$ cat config.mk
export PLATFORM = sky130hd
export DESIGN_NAME = processorTop
export DESIGN_NICKNAME = d
export VERILOG_FILES = /design/src/cpuPkg.sv /design/src/processorTop.sv /design/src/dataPath.sv /design/src/controlUnit.sv /design/src/divider.sv /design/src/alu.sv
export VERILOG_INCLUDE_DIRS = /design/src /design/src/include
export SDC_FILE = /design/constraint.sdc
export NUM_CORES = 1
export LEC_CHECK = 0
export ABC_AREA = 0
export CAP_MARGIN = 10
export CORE_MARGIN = 8
export CORE_UTILIZATION = 50
export DETAILED_ROUTE_END_ITERATION = 7
export DONT_BUFFER_PORTS = 1
export PLACE_DENSITY = 0.65
export SLEW_MARGIN = 15
export SYNTH_ARGS = -nofsm -noshare
export SYNTH_HDL_FRONTEND = slang
export SYNTH_SLANG_ARGS = --single-unit
$ cat constraint.sdc
create_clock -name clock -period 10.1 [get_ports clock]
set_input_delay 1.01 -clock clock [delete_from_list [all_inputs] [get_ports clock]]
set_output_delay 1.01 -clock clock [all_outputs]
set_load 0.005 [all_outputs]
$ cat src/include/cpu_defs.svh
`ifndef CPU_DEFS_SVH
`define CPU_DEFS_SVH

`define DATA_WIDTH  8       // Byte width of every register and bus
`define MEM_DEPTH   256     // External memory size in bytes
`define ANSWER_BASE 8'h80   // First byte of the answer area, PR reset value
`define DIV_STEPS   `DATA_WIDTH // One shift-subtract per quotient bit

`define OP_HALT 8'h00   // Stop and raise done
`define OP_INC  8'h01   // A + 1
`define OP_DEC  8'h02   // A - 1
`define OP_NOT  8'h03   // ~A
`define OP_JUMP 8'h04   // PC += B
`define OP_ADD  8'h10
`define OP_SUB  8'h20
`define OP_MUL  8'h30   // Low byte only
`define OP_DIV  8'h40   // Quotient, FFh on zero divisor
`define OP_REM  8'h50   // Remainder, FFh on zero divisor
`define OP_AND  8'h60
`define OP_OR   8'h70
`define OP_XOR  8'h80
`define OP_NAND 8'h90
`define OP_NOR  8'hA0
`define OP_XNOR 8'hB0

`endif
$ cat src/cpuPkg.sv
`include "cpu_defs.svh"

package cpuPkg;

    typedef enum logic [4:0] {
        sFetch0,        // MAR <= PC
        sFetch1,        // PC++, memory registers the read
        sFetch2,        // IR <= readData
        sDecode,
        sLoadOne,       // B <= 1 for single-operand ops
        sOperandA0,
        sOperandA1,
        sOperandA2,
        sOperandB0,
        sOperandB1,
        sOperandB2,
        sExecute,
        sDivWait,       // Hold until divider finishes
        sJump,
        sStoreOpcode,
        sStoreResult,
        sHalt
    } cpuState;

    typedef enum logic [2:0] {
        srcPc,
        srcA,
        srcB,
        srcC,
        srcPr,
        srcIr
    } bus1Source;

    typedef enum logic [1:0] {
        fromBus1,
        constOne,
        fromMemory,
        fromAlu
    } bus2Source;

    typedef struct packed {
        logic      irLoad;
        logic      marLoad;
        logic      aLoad;
        logic      bLoad;
        logic      cLoad;
        logic      pcInc;
        logic      pcJump;      // PC <= PC + bus2
        logic      prInc;
        logic      memWrite;
        bus1Source bus1Sel;
        bus2Source bus2Sel;
    } controlWord;

    typedef struct packed {
        logic [`DATA_WIDTH-1:0] address;
        logic [`DATA_WIDTH-1:0] writeData;
        logic                   write;
    } memRequest;

    typedef struct packed {
        logic [`DATA_WIDTH-1:0] quotient;
        logic [`DATA_WIDTH-1:0] remainder;
    } divResult;

endpackage

$ cat src/processorTop.sv
`include "cpu_defs.svh"

module processorTop (
    input  logic                   clock,
    input  logic                   reset,
    input  logic [`DATA_WIDTH-1:0] readData,
    output cpuPkg::memRequest      memReq,
    output logic                   done
);

    cpuPkg::controlWord     control;
    cpuPkg::divResult       division;
    logic [`DATA_WIDTH-1:0] ir;
    logic [`DATA_WIDTH-1:0] operandA;
    logic [`DATA_WIDTH-1:0] operandB;
    logic [`DATA_WIDTH-1:0] aluResult;
    logic                   divStart;
    logic                   divDone;

    controlUnit uControl (
        .clock    (clock),
        .reset    (reset),
        .ir       (ir),
        .divDone  (divDone),
        .control  (control),
        .divStart (divStart),
        .done     (done)
    );

    dataPath uDataPath (
        .clock     (clock),
        .reset     (reset),
        .control   (control),
        .readData  (readData),
        .aluResult (aluResult),
        .ir        (ir),
        .operandA  (operandA),
        .operandB  (operandB),
        .memReq    (memReq)
    );

    alu uAlu (
        .opcode   (ir),
        .operandA (operandA),
        .operandB (operandB),
        .division (division),
        .result   (aluResult)
    );

    divider uDivider (
        .clock    (clock),
        .reset    (reset),
        .divStart (divStart),
        .dividend (operandA),
        .divisor  (operandB),
        .division (division),
        .divDone  (divDone)
    );

endmodule

$ cat src/dataPath.sv
`include "cpu_defs.svh"

module dataPath (
    input  logic                   clock,
    input  logic                   reset,
    input  cpuPkg::controlWord     control,
    input  logic [`DATA_WIDTH-1:0] readData,   // Registered read, one cycle after MAR
    input  logic [`DATA_WIDTH-1:0] aluResult,
    output logic [`DATA_WIDTH-1:0] ir,
    output logic [`DATA_WIDTH-1:0] operandA,
    output logic [`DATA_WIDTH-1:0] operandB,
    output cpuPkg::memRequest      memReq
);

    logic [`DATA_WIDTH-1:0] pc;
    logic [`DATA_WIDTH-1:0] mar;
    logic [`DATA_WIDTH-1:0] pr;         // Answer pointer
    logic [`DATA_WIDTH-1:0] c;          // Result holding register
    logic [`DATA_WIDTH-1:0] bus1;
    logic [`DATA_WIDTH-1:0] bus2;

    always_comb begin
        case (control.bus1Sel)
            cpuPkg::srcPc: bus1 = pc;
            cpuPkg::srcA:  bus1 = operandA;
            cpuPkg::srcB:  bus1 = operandB;
            cpuPkg::srcC:  bus1 = c;
            cpuPkg::srcPr: bus1 = pr;
            cpuPkg::srcIr: bus1 = ir;
            default:       bus1 = '0;
        endcase
    end

    always_comb begin
        case (control.bus2Sel)
            cpuPkg::fromBus1:   bus2 = bus1;
            cpuPkg::constOne:   bus2 = `DATA_WIDTH'(1);
            cpuPkg::fromMemory: bus2 = readData;
            cpuPkg::fromAlu:    bus2 = aluResult;
            default:            bus2 = '0;
        endcase
    end

    always_ff @(posedge clock or negedge reset) begin
        if (!reset) begin
            pc  <= '0;
            pr  <= `ANSWER_BASE;
            mar <= '0;
            ir  <= '0;
        end else begin
            if (control.pcJump)
                pc <= pc + bus2;                   // Relative to byte after operand
            else if (control.pcInc)
                pc <= pc + 1'b1;
            if (control.prInc)
                pr <= pr + 1'b1;                   // Advances with each answer byte
            if (control.marLoad)
                mar <= bus2;
            if (control.irLoad)
                ir <= bus2;
        end
    end

    always_ff @(posedge clock) begin
        if (control.aLoad)
            operandA <= bus2;
        if (control.bLoad)
            operandB <= bus2;
        if (control.cLoad)
            c <= bus2;
    end

    always_comb begin
        memReq.address   = control.memWrite ? pr : mar;  // Answer slot while writing
        memReq.writeData = bus1;
        memReq.write     = control.memWrite;
    end

    // Answer area must not wrap back into program space
    assert property (@(posedge clock) disable iff (!reset) pr >= `ANSWER_BASE);

endmodule

$ cat src/controlUnit.sv
`include "cpu_defs.svh"

module controlUnit (
    input  logic                   clock,
    input  logic                   reset,
    input  logic [`DATA_WIDTH-1:0] ir,
    input  logic                   divDone,
    output cpuPkg::controlWord     control,
    output logic                   divStart,
    output logic                   done
);

    cpuPkg::cpuState state;
    cpuPkg::cpuState nextState;
    logic            isSingle;      // INC, DEC, NOT
    logic            isDivide;      // DIV, REM

    assign isSingle = (ir == `OP_INC) || (ir == `OP_DEC) || (ir == `OP_NOT);
    assign isDivide = (ir == `OP_DIV) || (ir == `OP_REM);

    always_ff @(posedge clock or negedge reset) begin
        if (!reset) begin
            state <= cpuPkg::sFetch0;
        end else begin
            state <= nextState;
        end
    end

    always_comb begin
        nextState = state;
        case (state)
            cpuPkg::sFetch0:    nextState = cpuPkg::sFetch1;
            cpuPkg::sFetch1:    nextState = cpuPkg::sFetch2;
            cpuPkg::sFetch2:    nextState = cpuPkg::sDecode;
            cpuPkg::sDecode: begin
                if (ir == `OP_HALT)
                    nextState = cpuPkg::sHalt;
                else if (ir == `OP_JUMP)
                    nextState = cpuPkg::sOperandB0;    // Distance only
                else if (isSingle)
                    nextState = cpuPkg::sLoadOne;
                else
                    nextState = cpuPkg::sOperandA0;
            end
            cpuPkg::sLoadOne:   nextState = cpuPkg::sOperandA0;
            cpuPkg::sOperandA0: nextState = cpuPkg::sOperandA1;
            cpuPkg::sOperandA1: nextState = cpuPkg::sOperandA2;
            cpuPkg::sOperandA2: nextState = isSingle ? cpuPkg::sExecute : cpuPkg::sOperandB0;
            cpuPkg::sOperandB0: nextState = cpuPkg::sOperandB1;
            cpuPkg::sOperandB1: nextState = cpuPkg::sOperandB2;
            cpuPkg::sOperandB2: nextState = (ir == `OP_JUMP) ? cpuPkg::sJump : cpuPkg::sExecute;
            cpuPkg::sExecute:   nextState = isDivide ? cpuPkg::sDivWait : cpuPkg::sStoreOpcode;
            cpuPkg::sDivWait: begin
                if (divDone)
                    nextState = cpuPkg::sStoreOpcode;
            end
            cpuPkg::sJump:        nextState = cpuPkg::sStoreOpcode;
            cpuPkg::sStoreOpcode: nextState = cpuPkg::sStoreResult;
            cpuPkg::sStoreResult: nextState = cpuPkg::sFetch0;
            cpuPkg::sHalt:        nextState = cpuPkg::sHalt;    // Sticky until reset
            default:              nextState = cpuPkg::sFetch0;
        endcase
    end

    always_comb begin
        control         = '0;
        control.bus1Sel = cpuPkg::srcPc;
        control.bus2Sel = cpuPkg::fromBus1;
        case (state)
            cpuPkg::sFetch0, cpuPkg::sOperandA0, cpuPkg::sOperandB0: begin
                control.marLoad = 1'b1;                     // MAR <= PC
            end
            cpuPkg::sFetch1, cpuPkg::sOperandA1, cpuPkg::sOperandB1: begin
                control.pcInc = 1'b1;                       // Read in flight
            end
            cpuPkg::sFetch2: begin
                control.bus2Sel = cpuPkg::fromMemory;
                control.irLoad  = 1'b1;
            end
            cpuPkg::sLoadOne: begin
                control.bus2Sel = cpuPkg::constOne;
                control.bLoad   = 1'b1;
            end
            cpuPkg::sOperandA2: begin
                control.bus2Sel = cpuPkg::fromMemory;
                control.aLoad   = 1'b1;
            end
            cpuPkg::sOperandB2: begin
                control.bus2Sel = cpuPkg::fromMemory;
                control.bLoad   = 1'b1;
            end
            cpuPkg::sExecute: begin
                control.bus2Sel = cpuPkg::fromAlu;
                control.cLoad   = !isDivide;                // Divide loads C later
            end
            cpuPkg::sDivWait: begin
                control.bus2Sel = cpuPkg::fromAlu;
                control.cLoad   = divDone;
            end
            cpuPkg::sJump: begin
                control.bus1Sel = cpuPkg::srcB;             // PC += B
                control.pcJump  = 1'b1;
            end
            cpuPkg::sStoreOpcode: begin
                control.bus1Sel  = cpuPkg::srcIr;
                control.memWrite = 1'b1;
                control.prInc    = 1'b1;
            end
            cpuPkg::sStoreResult: begin
                control.bus1Sel  = (ir == `OP_JUMP) ? cpuPkg::srcB : cpuPkg::srcC;
                control.memWrite = 1'b1;
                control.prInc    = 1'b1;
            end
            default: begin
            end
        endcase
    end

    assign divStart = (state == cpuPkg::sExecute) && isDivide;
    assign done     = (state == cpuPkg::sHalt);

    // Divider answers only while the FSM waits for it
    assert property (@(posedge clock) disable iff (!reset)
        divDone |-> (state == cpuPkg::sDivWait));

endmodule

$ cat src/divider.sv
`include "cpu_defs.svh"

module divider (
    input  logic                   clock,
    input  logic                   reset,
    input  logic                   divStart,   // One-cycle strobe
    input  logic [`DATA_WIDTH-1:0] dividend,
    input  logic [`DATA_WIDTH-1:0] divisor,
    output cpuPkg::divResult       division,
    output logic                   divDone     // One-cycle strobe
);

    localparam int CountWidth = $clog2(`DIV_STEPS + 1);

    logic                   busy;
    logic [CountWidth-1:0]  stepsLeft;
    logic [`DATA_WIDTH-1:0] quotient;       // Shifts dividend out, quotient bits in
    logic [`DATA_WIDTH-1:0] remainder;
    logic [`DATA_WIDTH-1:0] divisorReg;
    logic [`DATA_WIDTH:0]   shifted;        // Partial remainder with next dividend bit
    logic [`DATA_WIDTH:0]   trial;          // MSB set means restore

    assign shifted = {remainder, quotient[`DATA_WIDTH-1]};
    assign trial   = shifted - {1'b0, divisorReg};

    always_ff @(posedge clock or negedge reset) begin
        if (!reset) begin
            busy      <= 1'b0;
            stepsLeft <= '0;
            divDone   <= 1'b0;
        end else begin
            divDone <= 1'b0;
            if (divStart) begin
                busy      <= (divisor != '0);      // Zero divisor skips the loop
                stepsLeft <= CountWidth'(`DIV_STEPS);
                divDone   <= (divisor == '0);
            end else if (busy) begin
                stepsLeft <= stepsLeft - 1'b1;
                if (stepsLeft == CountWidth'(1)) begin
                    busy    <= 1'b0;
                    divDone <= 1'b1;               // Last step lands this edge
                end
            end
        end
    end

    always_ff @(posedge clock) begin
        if (divStart) begin
            divisorReg <= divisor;
            if (divisor == '0) begin
                quotient  <= '1;                   // FFh error value
                remainder <= '1;
            end else begin
                quotient  <= dividend;
                remainder <= '0;
            end
        end else if (busy) begin
            if (trial[`DATA_WIDTH]) begin
                remainder <= shifted[`DATA_WIDTH-1:0];          // Restore
                quotient  <= {quotient[`DATA_WIDTH-2:0], 1'b0};
            end else begin
                remainder <= trial[`DATA_WIDTH-1:0];
                quotient  <= {quotient[`DATA_WIDTH-2:0], 1'b1};
            end
        end
    end

    assign division.quotient  = quotient;
    assign division.remainder = remainder;

    // Controller waits on a single strobe per division
    assert property (@(posedge clock) disable iff (!reset) divDone |=> !divDone);

endmodule

$ cat src/alu.sv
`include "cpu_defs.svh"

module alu (
    input  logic [`DATA_WIDTH-1:0] opcode,      // Straight from IR
    input  logic [`DATA_WIDTH-1:0] operandA,
    input  logic [`DATA_WIDTH-1:0] operandB,
    input  cpuPkg::divResult       division,    // Held by divider after divDone
    output logic [`DATA_WIDTH-1:0] result
);

    logic [`DATA_WIDTH-1:0] sum;
    logic [`DATA_WIDTH-1:0] difference;
    logic [`DATA_WIDTH-1:0] product;

    assign sum        = operandA + operandB;   // Also serves INC with B = 1
    assign difference = operandA - operandB;   // Also serves DEC with B = 1
    assign product    = operandA * operandB;   // Truncated to low byte

    always_comb begin
        case (opcode)
            `OP_INC:  result = sum;
            `OP_DEC:  result = difference;
            `OP_NOT:  result = ~operandA;
            `OP_ADD:  result = sum;
            `OP_SUB:  result = difference;
            `OP_MUL:  result = product;
            `OP_DIV:  result = division.quotient;
            `OP_REM:  result = division.remainder;
            `OP_AND:  result = operandA & operandB;
            `OP_OR:   result = operandA | operandB;
            `OP_XOR:  result = operandA ^ operandB;
            `OP_NAND: result = ~(operandA & operandB);
            `OP_NOR:  result = ~(operandA | operandB);
            `OP_XNOR: result = ~(operandA ^ operandB);
            default:  result = '0;                 // Unknown ops, halt and jump
        endcase
    end

endmodule

==> out/metrics.csv, run 1 <==
stage,metric,value,unit
status,status,"finished, final reports clean",
worst_setup_path,worst r2r dst,uDataPath.pc[7],
worst_setup_path,CP max stage cell,o41ai_1,
sta,Layout Skew,0.0115,ns
synthesis,post-synthesis net count,930,
clocking,clk slew on worst S/H paths,0.08,ns
worst_setup_path,CP endpoint kind,flop,
cells_and_area,P&R area growth vs syn,5.70,%
detailed_routing,drt initial violations,663,
detailed_routing,WL/cell,23.6,µm
hold_path,Hold Crit Class,in2async,
detailed_routing,first-pass detailed-route iteration total,5,
synthesis,ys flop type,edfxtp_1,
detailed_routing,DR DRC count,0,
die,Starting Density,50.9,%
die,DIE AREA,19600,µm²
clocking,H-tree depth,3,
sta,final worst-path cycle share,57.9,%
worst_setup_path,FF-to-FF path depth,20,
die,core area,15100,µm²
cells_and_area,register area,2520,µm²
synthesis,synth top area cells,"edfxtp_1, dfrtp_1, ha_1",
global_route,overflow left after global routing,0,
synthesis,Mapped Area,7680,µm²
global_route,initial antenna violation count,0,
global_route,largest net degree at the start of global routing,44,
power_and_ir_drop,worst vdd ir,0.000218,V
sta,final setup vio count,0,
clocking,Num Clock Sinks,91,
power_and_ir_drop,overall power,2.91,mW
worst_setup_path,critical path type,reg2reg,
synthesis,cell taking the most area after synthesis,edfxtp_1,
clocking,hold buffers post-CTS,0,
placement,IO buf count,0,
synthesis,#FFs+latches synth,91,
worst_setup_path,arrival time worst endpoint,6.08,ns
global_route,GRT Util Overall,24.8,%
sta,Setup TNS,0,ns
flow_run,total of max-cap violations,0,
worst_setup_path,flop2flop setup slack,4.25,ns
cells_and_area,Diodes inserted,0,
worst_setup_path,CP Launch Type,flop,
worst_setup_path,worst path required time,10.33,ns
detailed_routing,Routed WL,24200,µm
clocking,clk root buf,clkbuf_16,
synthesis,post-synth top area share,18.8,%
clocking,Inserted Clock Buffers,9,
global_route,first-pass GRT wire length,37500,µm
sta,post-layout min period,5.85,ns
sta,Fin. Hold Viols,0,
worst_setup_path,crit-path max cell delay,0.77,ns
power_and_ir_drop,Leakage,3.46,nW
die,io pins,28,
die,Die X,140,µm
cells_and_area,NumNets Final,916,
worst_setup_path,crit-path max FO,7,
global_route,number of global-route vias before repair,6501,
sta,unrepaired setup endpoints after global routing,no,
worst_setup_path,worst flop-to-flop path startpoint,uDataPath.operandA[1],
placement,detailed placement HPWL,18400,µm
synthesis,post-synthesis area per instance,9.07,µm²
worst_setup_path,critical-path cell list,inv_1 > nor2_1 > fa_1 > fa_1 > ha_1 > inv_1 > fa_1 > inv_1 > ha_1 > a211oi_1 > nor3_1 > o21ai_0 > o211ai_1 > o221a_2 > and2_1 > ha_1 > o41ai_1 > nor3_1 > a211oi_1 > nand4_1,
sta,f_max,171,MHz
detailed_routing,vias per inst,6.48,
placement,GPL Wtd Cong,1.03,
clocking,TritonCTS clock tree,built,
clocking,Post-CTS Resized,0,
sta,Worst-Margin Slew,1.08,ns
clocking,postcts setup bufs,0,
cells_and_area,"commonest non-fill, non-tap cell in the layout",nand2_1,
clocking,buffer levels on the longest clock path,2,
synthesis,Post-synth EDFFs,48,
power_and_ir_drop,Pwr Density,359,nW/µm²
detailed_routing,"antenna viol nets, final",0,
clocking,worst skew pair latency,0.36,ns
synthesis,Synth async-reset ratio,47.3,%
die,Rows,45,
cells_and_area,multi-input gate area in the final layout,4720,µm²
cells_and_area,share of cells above drive strength 1,8.23,%
cells_and_area,fill count,1379,
die,Die Y,140,µm
synthesis,"Seq/Total Area, Yosys",32.8,%
synthesis,Unique masters post-synth,90,
synthesis,Synth Warn #,0,
cells_and_area,most frequent cells in the layout,"nand2_1, inv_1, nor2_1",
sta,Slew HR,27.4,%
detailed_routing,vias post-DR,6649,
sta,Max Slew Vio Count,0,
synthesis,Post-Syn Instances,847,
through the flow:
stage	worst slack, ns	util [%]	instance area [µm²]	cells	hold WS [ns]
6_report	4.25	53.8	8120	1026	0.337
3_5_place_dp	4.29	51.8	7820	1010	0.483
3_3_place_gp	4.52	51.8	7820	1010	0.475
5_1_grt	3.92	53.8	8120	1026	0.315
2_1_floorplan	5.07	-	7680	847	0.450
4_1_cts	4.27	53.8	8120	1026	0.321
flip-flops by register name, summed over array words and instances (netlist names):
register / count
uDataPath.pc: 8
uDivider.quotient: 8
uDivider.divDone: 1
uControl.state: 5
uDivider.divisorReg: 8
uDataPath.operandA: 8
uDataPath.mar: 8
uDataPath.operandB: 8
uDivider.remainder: 8
uDivider.busy: 1
uDataPath.ir: 8
uDivider.stepsLeft: 4
uDataPath.c: 8
uDataPath.pr: 8
synthesized netlist by cell type, types with 9 or more instances:
| library cell | instances |
|---|---|
| nand2_1 | 106 |
| inv_1 | 74 |
| nor2_1 | 62 |
| ha_1 | 58 |
| edfxtp_1 | 48 |
| dfrtp_1 | 42 |
| o21ai_0 | 32 |
| a21oi_1 | 30 |
| xnor2_1 | 28 |
| nand3_1 | 24 |
| nor3_1 | 17 |
| fa_1 | 15 |
| nand2b_1 | 15 |
| a31oi_1 | 14 |
| clkbuf_1 | 13 |
| and3_1 | 12 |
| buf_2 | 12 |
| nor2b_1 | 12 |
| o21ai_1 | 12 |
| xor2_1 | 11 |
| a21o_1 | 10 |
| o31ai_1 | 10 |
| o21a_1 | 9 |
layout make-up:
type | count | share of cell area (%)
Multi-Input combinational cell | 648 | 58.2
Sequential cell | 91 | 31.0
Inverter | 76 | 3.51
Tap cell | 188 | 2.90
Clock buffer | 9 | 2.77
Clock inverter | 7 | 1.00
Timing Repair Buffer | 7 | 0.647
report_power, final:
part | switching, mW | internal (mW)
Sequential | 0.190 | 0.555
Combinational | 1.11 | 0.707
Clock | 0.174 | 0.177
Total | 1.47 | 1.44
worst max-delay path, delay by kind of cell, from the launching register on:
family | cells | cell delay [ns]
compound gates | 6 | 2.02
flops | 1 | 0.50
simple gates | 5 | 0.61
buf+inv | 3 | 0.38
fa+ha+maj | 6 | 2.19
cell families after synthesis:
kind of cell / synth area share, %
compound gates: 19.2
flops: 32.8
simple gates: 21.3
xor+xnor: 5.03
mux: 2.56
buf+inv: 5.81
fa+ha+maj: 13.4
metal layers:
metal  global-route usage [%]  vias to the layer above  routed length (µm)
met1                     30.8                     3232               10100
met2                     41.5                      291               11600
met3                     4.42                       74                1590
met5                        0                        -                   0
met4                     11.3                        0                 941
li1                         -                     3052                   -
worst max path at each step:
stage                                startpoint               to  slack [ns]
after floorplan           uDataPath.operandA[1]  uDataPath.pc[7]        5.07
after CTS                 uDataPath.operandA[1]  uDataPath.pc[7]        4.27
final                     uDataPath.operandA[1]  uDataPath.pc[7]        4.25
after detailed placement  uDataPath.operandA[1]  uDataPath.pc[7]        4.29
after global routing      uDataPath.operandA[1]  uDataPath.pc[7]        3.92
after global placement    uDataPath.operandA[1]  uDataPath.pc[7]        4.52
No activity file was read; power rests on OpenSTA's default activity.
==> run 2, diff against run 1 <==
--- a/config.mk
+++ b/config.mk
@@ -6,7 +6,7 @@
 export SDC_FILE = /design/constraint.sdc
 export NUM_CORES = 1
 export LEC_CHECK = 0
-export ABC_AREA = 0
+export ABC_AREA = 1
 export CAP_MARGIN = 10
 export CORE_MARGIN = 8
 export CORE_UTILIZATION = 50
==> constraint.sdc (replaced) <==
create_clock -name clock -period 6 [get_ports clock]
set_input_delay 0.6 -clock clock [delete_from_list [all_inputs] [get_ports clock]]
set_output_delay 0.6 -clock clock [all_outputs]
set_load 0.005 [all_outputs]
==> run 2 against run 1 <==
Effect of this change:
- maximum frequency is 13% higher
- critical path depth is 4 higher
- routed wire length is 18% lower
- power is 36% higher
- flip-flop and latch count stayed put
- sequential share of layout area is 0.84 points higher
- cell area is 2.6% lower
- register-to-register slack worse by 3.4 ns
==> out/metrics.csv, run 2 <==
stage,metric,value,unit,change
power_and_ir_drop,Pwr Density,502,nW/µm²,+40%
worst_setup_path,Crit path depth,24,,+20%
clocking,hold buffers post-CTS,1,,+1
clocking,H-tree depth,3,,unchanged
synthesis,top-count cell post-synth,nand2_1,,
synthesis,synth top area cells,"edfxtp_1, dfrtp_1, nand2_1",,
clocking,Post-CTS Resized,0,,unchanged
detailed_routing,metal3 WL,1730,µm,+8.8%
cells_and_area,most frequent cells in the layout,"nand2_1, inv_1, ha_1",,
power_and_ir_drop,worst vdd ir,0.000453,V,+110%
die,DIE AREA,19000,µm²,-3.1%
worst_setup_path,flop2flop setup slack,0.82,ns,-3.43 ns
cells_and_area,NumNets Final,1045,,+14%
detailed_routing,WL/cell,17.2,µm,-27%
synthesis,post-synthesis net count,1047,,+13%
power_and_ir_drop,Leakage,3.96,nW,+15%
synthesis,XOR/XNOR Fraction of Synth Area,2.72,%,-2.3 points
placement,Placed Area,7580,µm²,-3.0%
worst_setup_path,arrival time worst endpoint,5.44,ns,-0.64 ns
detailed_routing,highest routing layer actually used,met4,,
sta,Setup TNS,0,ns,unchanged
synthesis,Synth top cells by count,"nand2_1, inv_1, ha_1",,
synthesis,Synth async-reset ratio,47.3,%,unchanged
sta,Fin. Hold Viols,0,,unchanged
cells_and_area,"commonest non-fill, non-tap cell in the layout",nand2_1,,
detailed_routing,drt initial violations,524,,-21%
synthesis,Post-synth EDFFs,48,,unchanged
die,Rows,44,,-2.2%
global_route,first-pass GRT wire length,31900,µm,-15%
global_route,initial antenna violation count,0,,unchanged
detailed_routing,DR DRC count,0,,unchanged
worst_setup_path,CP endpoint kind,flop,,
status,status,"finished, final reports clean",,
worst_setup_path,crit-path max cell delay,0.57,ns,-0.20 ns
placement,GPL Wtd Cong,0.987,,-3.9%
sta,Layout Skew,0.0147,ns,+0.00318 ns
placement,Place WS,0.843,ns,-3.45 ns
worst_setup_path,worst flop-to-flop path startpoint,uDataPath.operandB[2],,
synthesis,cell taking the most area after synthesis,edfxtp_1,,
sta,Worst-Margin Slew,1.05,ns,-0.0295 ns
sta,WHS,0.0720,ns,-0.265 ns
die,Die Y,138,µm,-1.6%
placement,IO buf count,0,,unchanged
worst_setup_path,crit-path max FO,12,,+5
synthesis,ys flop type,edfxtp_1,,
worst_setup_path,worst path required time,6.26,ns,-4.07 ns
sta,unrepaired setup endpoints after global routing,no,,
worst_setup_path,CP max stage cell,edfxtp_1,,
worst_setup_path,critical-path cell list,ha_1 > fa_1 > fa_1 > ha_1 > inv_1 > fa_1 > inv_1 > ha_1 > or2_2 > a31oi_1 > nand3_1 > o21ai_0 > nand2_1 > nand2_1 > nor2_1 > ha_1 > inv_1 > o21bai_1 > a21oi_1 > inv_1 > nand3_1 > nand3_1 > nand2_1 > nand2_1,,
global_route,number of global-route vias before repair,5928,,-8.8%
synthesis,Post-Syn Instances,964,,+14%
sta,final setup vio count,0,,unchanged
clocking,clk slew on worst S/H paths,0.08,ns,about the same
sta,Slew HR,29.7,%,+2.4 points
synthesis,#FFs+latches synth,91,,unchanged
clocking,clk root buf,clkbuf_16,,
cells_and_area,P&R area growth vs syn,6.70,%,
placement,detailed placement HPWL,15400,µm,-16%
flow_run,total of max-cap violations,0,,unchanged
clocking,postcts setup bufs,0,,unchanged
synthesis,Synth Warn #,0,,unchanged
synthesis,"Seq/Total Area, Yosys",34.0,%,+1.2 points
worst_setup_path,crit-path leading delay family,adder cells,,
worst_setup_path,FF-to-FF path depth,24,,+20%
cells_and_area,Diodes inserted,0,,unchanged
cells_and_area,utilization after layout,54.4,%,+0.59 points
detailed_routing,"antenna viol nets, final",0,,unchanged
synthesis,post-synthesis compound-gate area fraction,12.3,%,-6.9 points
global_route,overflow left after global routing,0,,unchanged
clocking,Inserted Clock Buffers,9,,unchanged
cells_and_area,Final Instance Area,7910,µm²,-2.6%
detailed_routing,vias per inst,5.50,,-15%
worst_setup_path,crit path to,uDataPath.pc[7],,
synthesis,post-synth top area share,19.4,%,+0.69 points
worst_setup_path,CP Launch Type,flop,,
die,io pins,28,,unchanged
synthesis,Mapped Area,7410,µm²,-3.5%
die,core area,14500,µm²,-3.7%
global_route,GRT Util Overall,22.0,%,-2.8 points
synthesis,Synth Area in Adders,13.8,%,+0.49 points
global_route,largest net degree at the start of global routing,43,,-2.3%
clocking,worst skew pair latency,0.36,ns,about the same
sta,Worst Slack Setup Final,0.822,ns,-3.43 ns
clocking,Num Clock Sinks,91,,unchanged
detailed_routing,Post-Route M1 WL,9020,µm,-10%
sta,Max Slew Vio Count,0,,unchanged
cells_and_area,share of cells above drive strength 1,9.00,%,+0.76 points
synthesis,Unique masters post-synth,56,,-38%
worst_setup_path,WP buf/inv,4,,+1
detailed_routing,Routed WL,19800,µm,-18%
detailed_routing,vias post-DR,6333,,-4.8%
sta,post-layout min period,5.18,ns,-0.672 ns
synthesis,post-synthesis area per instance,7.69,µm²,-15%
hold_path,Hold Crit Class,in2async,,
worst_setup_path,critical path type,reg2reg,,
clocking,buffer levels on the longest clock path,2,,unchanged
worst_setup_path,worst r2r dst,uDataPath.pc[7],,
worst_setup_path,Crit. Startpoint,uDataPath.operandB[2],,
synthesis,multiplexer area fraction after synthesis,0,%,-2.6 points
synthesis,Simple-Gate Fraction of Synth Area,26.6,%,+5.3 points
detailed_routing,first-pass detailed-route iteration total,5,,unchanged
clocking,TritonCTS clock tree,built,,
sta,final worst-path cycle share,86.3,%,+28 points
sta,f_max,193,MHz,+13%
die,Starting Density,51.0,%,+0.070 points
die,Die X,138,µm,-1.6%
detailed_routing,routed length on met2,8590,µm,-26%
synthesis,largest family of logic cells by synthesized area,simple AND/OR/NAND/NOR gates,,
run 2: where the power goes:
part,internal (mW),switching [mW]
Combinational,0.773,1.52
Clock,0.305,0.277
Sequential,0.895,0.197
run 2: kinds of logic (layout without fill, tap and decap cells):
family	count (synthesis)	in the layout
buf+inv	203	206
xor+xnor	23	23
fa+ha+maj	73	73
simple gates	424	424
flops	91	91
compound gates	150	150
run 2: area by class of cell:
type / count / area (µm²)
timing repair buffer: 4 / 50.0
sequential: 91 / 2520
fill: 1455 / 6630
clock buffer: 10 / 239
inverter: 186 / 701
clock inverter: 6 / 57.6
tap: 184 / 230
multi-input combinational: 670 / 4110
run 2: how the worst min path moves through the flow:
stage | from | end | slack [ns]
floorplan | reset | uControl.state[0] | 0.30
global placement | reset | uDataPath.pr[1] | 0.31
detailed placement | reset | uDataPath.pr[1] | 0.31
CTS | reset | uDataPath.pr[7] | 0.07
global route | reset | uDataPath.pr[7] | 0.07
finish | reset | uDataPath.pr[0] | 0.07
run 2: layer usage:
metal	GRT usage [%]	up-vias
met5	0	-
met4	8.30	0
met3	5.76	35
met2	32.6	236
met1	30.2	2939
li1	-	3123
run 2: metrics by stage:
stage / total power [mW] / instances
CTS: 3.97 / 1151
finish: 3.97 / 1151
detailed placement: 3.37 / 1134
floorplan: 2.78 / 964
global route: 4.35 / 1151
global placement: 3.34 / 1134
==> run 3, diff against run 2 <==
--- a/config.mk
+++ b/config.mk
@@ -7,12 +7,12 @@
 export NUM_CORES = 1
 export LEC_CHECK = 0
 export ABC_AREA = 1
-export CAP_MARGIN = 10
+export CORE_ASPECT_RATIO = 0.9
 export CORE_MARGIN = 8
-export CORE_UTILIZATION = 50
+export CORE_UTILIZATION = 64
 export DETAILED_ROUTE_END_ITERATION = 7
 export DONT_BUFFER_PORTS = 1
-export PLACE_DENSITY = 0.65
+export PLACE_DENSITY = 0.8
 export SLEW_MARGIN = 15
 export SYNTH_ARGS = -nofsm -noshare
 export SYNTH_HDL_FRONTEND = slang
==> run 3 against run 2 <==
Effect of this change:
- via count up 1.6%
- first-iteration DRC count up 15%
- clock skew down 0.0025 ns
- sequential share of layout area rose by 0.19 points
- worst hold slack better by 0.010 ns
- die area shrank 19%
- flip-flop and latch count unchanged
- non-clock buffer count grew 1
- critical path depth unchanged
==> out/metrics.csv, run 3 (synthesized netlist as in run 2, its figures left out) <==
stage,metric,value,unit,change
sta,Fin. Hold Viols,0,,unchanged
die,Starting Density,65.3,%,+14 points
global_route,M2 GR Usage,38.3,%,+5.7 points
global_route,overflow left after global routing,0,,unchanged
global_route,gr busiest metal,met1,,
die,Die Y,118,µm,-14%
global_route,number of global-route vias before repair,6008,,+1.3%
detailed_routing,Routed WL,19400,µm,-1.9%
flow_run,total of max-cap violations,0,,unchanged
sta,final worst-path cycle share,86.9,%,+0.55 points
global_route,grt met3 use,6.93,%,+1.2 points
sta,Layout Skew,0.0121,ns,-0.00253 ns
sta,Setup TNS,0,ns,unchanged
cells_and_area,fill count,907,,-38%
worst_setup_path,critical path type,reg2reg,,
detailed_routing,"antenna viol nets, final",0,,unchanged
cells_and_area,Final Non-Filler Cells,1124,,-2.3%
cells_and_area,Diodes inserted,0,,unchanged
sta,Slew HR,26.0,%,-3.7 points
worst_setup_path,flop2flop setup slack,0.79,ns,-0.03 ns
worst_setup_path,crit-path max FO,12,,unchanged
global_route,initial antenna violation count,1,,+1
cells_and_area,most frequent cells in the layout,"nand2_1, inv_1, ha_1",,
cells_and_area,share of cells above drive strength 1,9.09,%,+0.094 points
worst_setup_path,CP endpoint kind,flop,,
clocking,buffer levels on the longest clock path,2,,unchanged
power_and_ir_drop,Seq pwr share,27.4,%,about the same
die,core area,11300,µm²,-22%
sta,WHS,0.0822,ns,+0.0102 ns
sta,Worst-Margin Slew,1.11,ns,+0.0558 ns
power_and_ir_drop,Sw Share,50.7,%,+0.45 points
die,io pins,28,,unchanged
detailed_routing,WL/cell,17.3,µm,+0.41%
power_and_ir_drop,worst vdd ir,0.000367,V,-19%
power_and_ir_drop,P_sw,2.02,mW,+1.2%
worst_setup_path,worst path required time,6.25,ns,about the same
clocking,postcts setup bufs,0,,unchanged
hold_path,Hold Crit Class,in2async,,
cells_and_area,"commonest non-fill, non-tap cell in the layout",nand2_1,,
sta,f_max,192,MHz,-0.63%
sta,final setup vio count,0,,unchanged
worst_setup_path,worst flop-to-flop path startpoint,uDataPath.operandB[2],,
worst_setup_path,arrival time worst endpoint,5.47,ns,+0.03 ns
power_and_ir_drop,Leakage,3.95,nW,-0.35%
die,DIE AREA,15300,µm²,-19%
placement,GPL Wtd Cong,0.995,,+0.79%
detailed_routing,first-pass detailed-route iteration total,5,,unchanged
clocking,clk root buf,clkbuf_16,,
global_route,met1 GRT Util,38.4,%,+8.1 points
placement,Placed Area,7560,µm²,-0.36%
power_and_ir_drop,Clock power frac,13.9,%,-0.8 points
power_and_ir_drop,Pwr Density,506,nW/µm²,+0.93%
sta,post-layout min period,5.21,ns,+0.0331 ns
placement,detailed placement HPWL,15000,µm,-2.5%
detailed_routing,DR DRC count,0,,unchanged
sta,Max Slew Vio Count,0,,unchanged
clocking,Num Clock Sinks,91,,unchanged
die,Rows,37,,-16%
clocking,Inserted Clock Buffers,9,,unchanged
placement,IO buf count,0,,unchanged
cells_and_area,register area,2520,µm²,unchanged
die,Die X,129,µm,-6.0%
cells_and_area,P&R area growth vs syn,6.06,%,
power_and_ir_drop,Internal Power,1.96,mW,-0.58%
clocking,clk slew on worst S/H paths,0.07,ns,about the same
global_route,first-pass GRT wire length,31700,µm,-0.67%
global_route,largest net degree at the start of global routing,43,,unchanged
sta,unrepaired setup endpoints after global routing,no,,
power_and_ir_drop,Logic pwr share,58.7,%,+0.9 points
global_route,GRT Util Overall,26.4,%,+4.4 points
placement,Inst Count DP,1107,,-2.4%
clocking,H-tree depth,3,,unchanged
worst_setup_path,worst r2r dst,uDataPath.pc[7],,
status,status,"finished, final reports clean",,
detailed_routing,vias per inst,5.72,,+4.0%
cells_and_area,multi-input gate area in the final layout,4110,µm²,unchanged
worst_setup_path,FF-to-FF path depth,24,,unchanged
detailed_routing,vias post-DR,6433,,+1.6%
clocking,worst skew pair latency,0.36,ns,about the same
clocking,TritonCTS clock tree,built,,
cells_and_area,Final Instance Area,7860,µm²,-0.60%
detailed_routing,drt initial violations,605,,+15%
cells_and_area,NumNets Final,1046,,+0.096%
worst_setup_path,CP Launch Type,flop,,
[run 3: changes by cell type in the layout (fill, tap and decap cells not counted)]
| cell | previous run | this run |
|---|---|---|
| clkinv_4 | 0 | 1 |
| buf_4 | 3 | 4 |
| o21ai_1 | 8 | 7 |
| buf_16 | 1 | 0 |
| clkbuf_8 | 1 | 0 |
| inv_8 | 2 | 0 |
| o21ai_0 | 55 | 56 |
| clkinvlp_4 | 0 | 2 |
| buf_12 | 0 | 1 |
[run 3: how the worst max path moves through the flow]
stage,startpoint,endpoint,slack [ns]
finish,uDataPath.operandB[2],uDataPath.pc[7],0.79
global route,uDataPath.operandB[2],uDataPath.pc[7],0.49
CTS,uDataPath.operandB[2],uDataPath.pc[7],0.78
detailed placement,uDataPath.operandB[2],uDataPath.pc[7],0.82
global placement,uDataPath.operandB[2],uDataPath.pc[7],0.95
floorplan,uDataPath.operandB[4],uDataPath.pc[7],1.37
[run 3: area by class of cell]
cell class                      count  area share (%)
Multi-Input combinational cell    670            52.3
Sequential cell                    91            32.0
Inverter                          186            8.91
Clock buffer                        9            2.87
Tap cell                          156            2.48
Clock inverter                      7           0.748
Timing Repair Buffer                5           0.637
[run 3: layer usage]
layer  share of wire [%]  wire length, µm
met4                 1.8              346
met2                  43             8310
met5               0.051               10
met3                  10             2010
met1                  45             8760
[run 3: power by group through the flow]
stage | combinational, mW | sequential, mW | clock, mW
finish | 2.34 | 1.09 | 0.554
global route | 2.64 | 1.11 | 0.582
CTS | 2.31 | 1.08 | 0.559
detailed placement | 2.28 | 1.09 | 0
global placement | 2.24 | 1.09 | 0
floorplan | 1.77 | 1.01 | 0
[run 3: critical path: stages (launching register included)]
cell      delay, ns
edfxtp_1       0.59
ha_1           0.33
fa_1           0.41
fa_1           0.49
ha_1           0.29
inv_1          0.05
fa_1           0.53
inv_1          0.04
ha_1           0.32
or2_2          0.28
a31oi_1        0.22
nand3_1        0.12
o21ai_0        0.19
nand2_1        0.07
nand2_1        0.16
nor2_1         0.06
ha_1           0.31
inv_1          0.06
o21bai_1       0.06
a21oi_1        0.17
inv_1          0.06
nand3_1        0.10
nand3_1        0.09
nand2_1        0.06
nand2_1        0.05
[run 3: metrics by stage]
step / power, mW / util, % / setup slack, ns
floorplan: 2.78 / - / 1.37
global placement: 3.33 / 66.6 / 0.953
detailed placement: 3.38 / 66.6 / 0.816
CTS: 3.95 / 69.3 / 0.782
global route: 4.33 / 69.3 / 0.493
finish: 3.98 / 69.3 / 0.789
[run 3: timing repair]
action	4_1_cts	5_1_grt
hold buffers	1	0
resized for setup	0	0
hold endpoints to repair	42	0
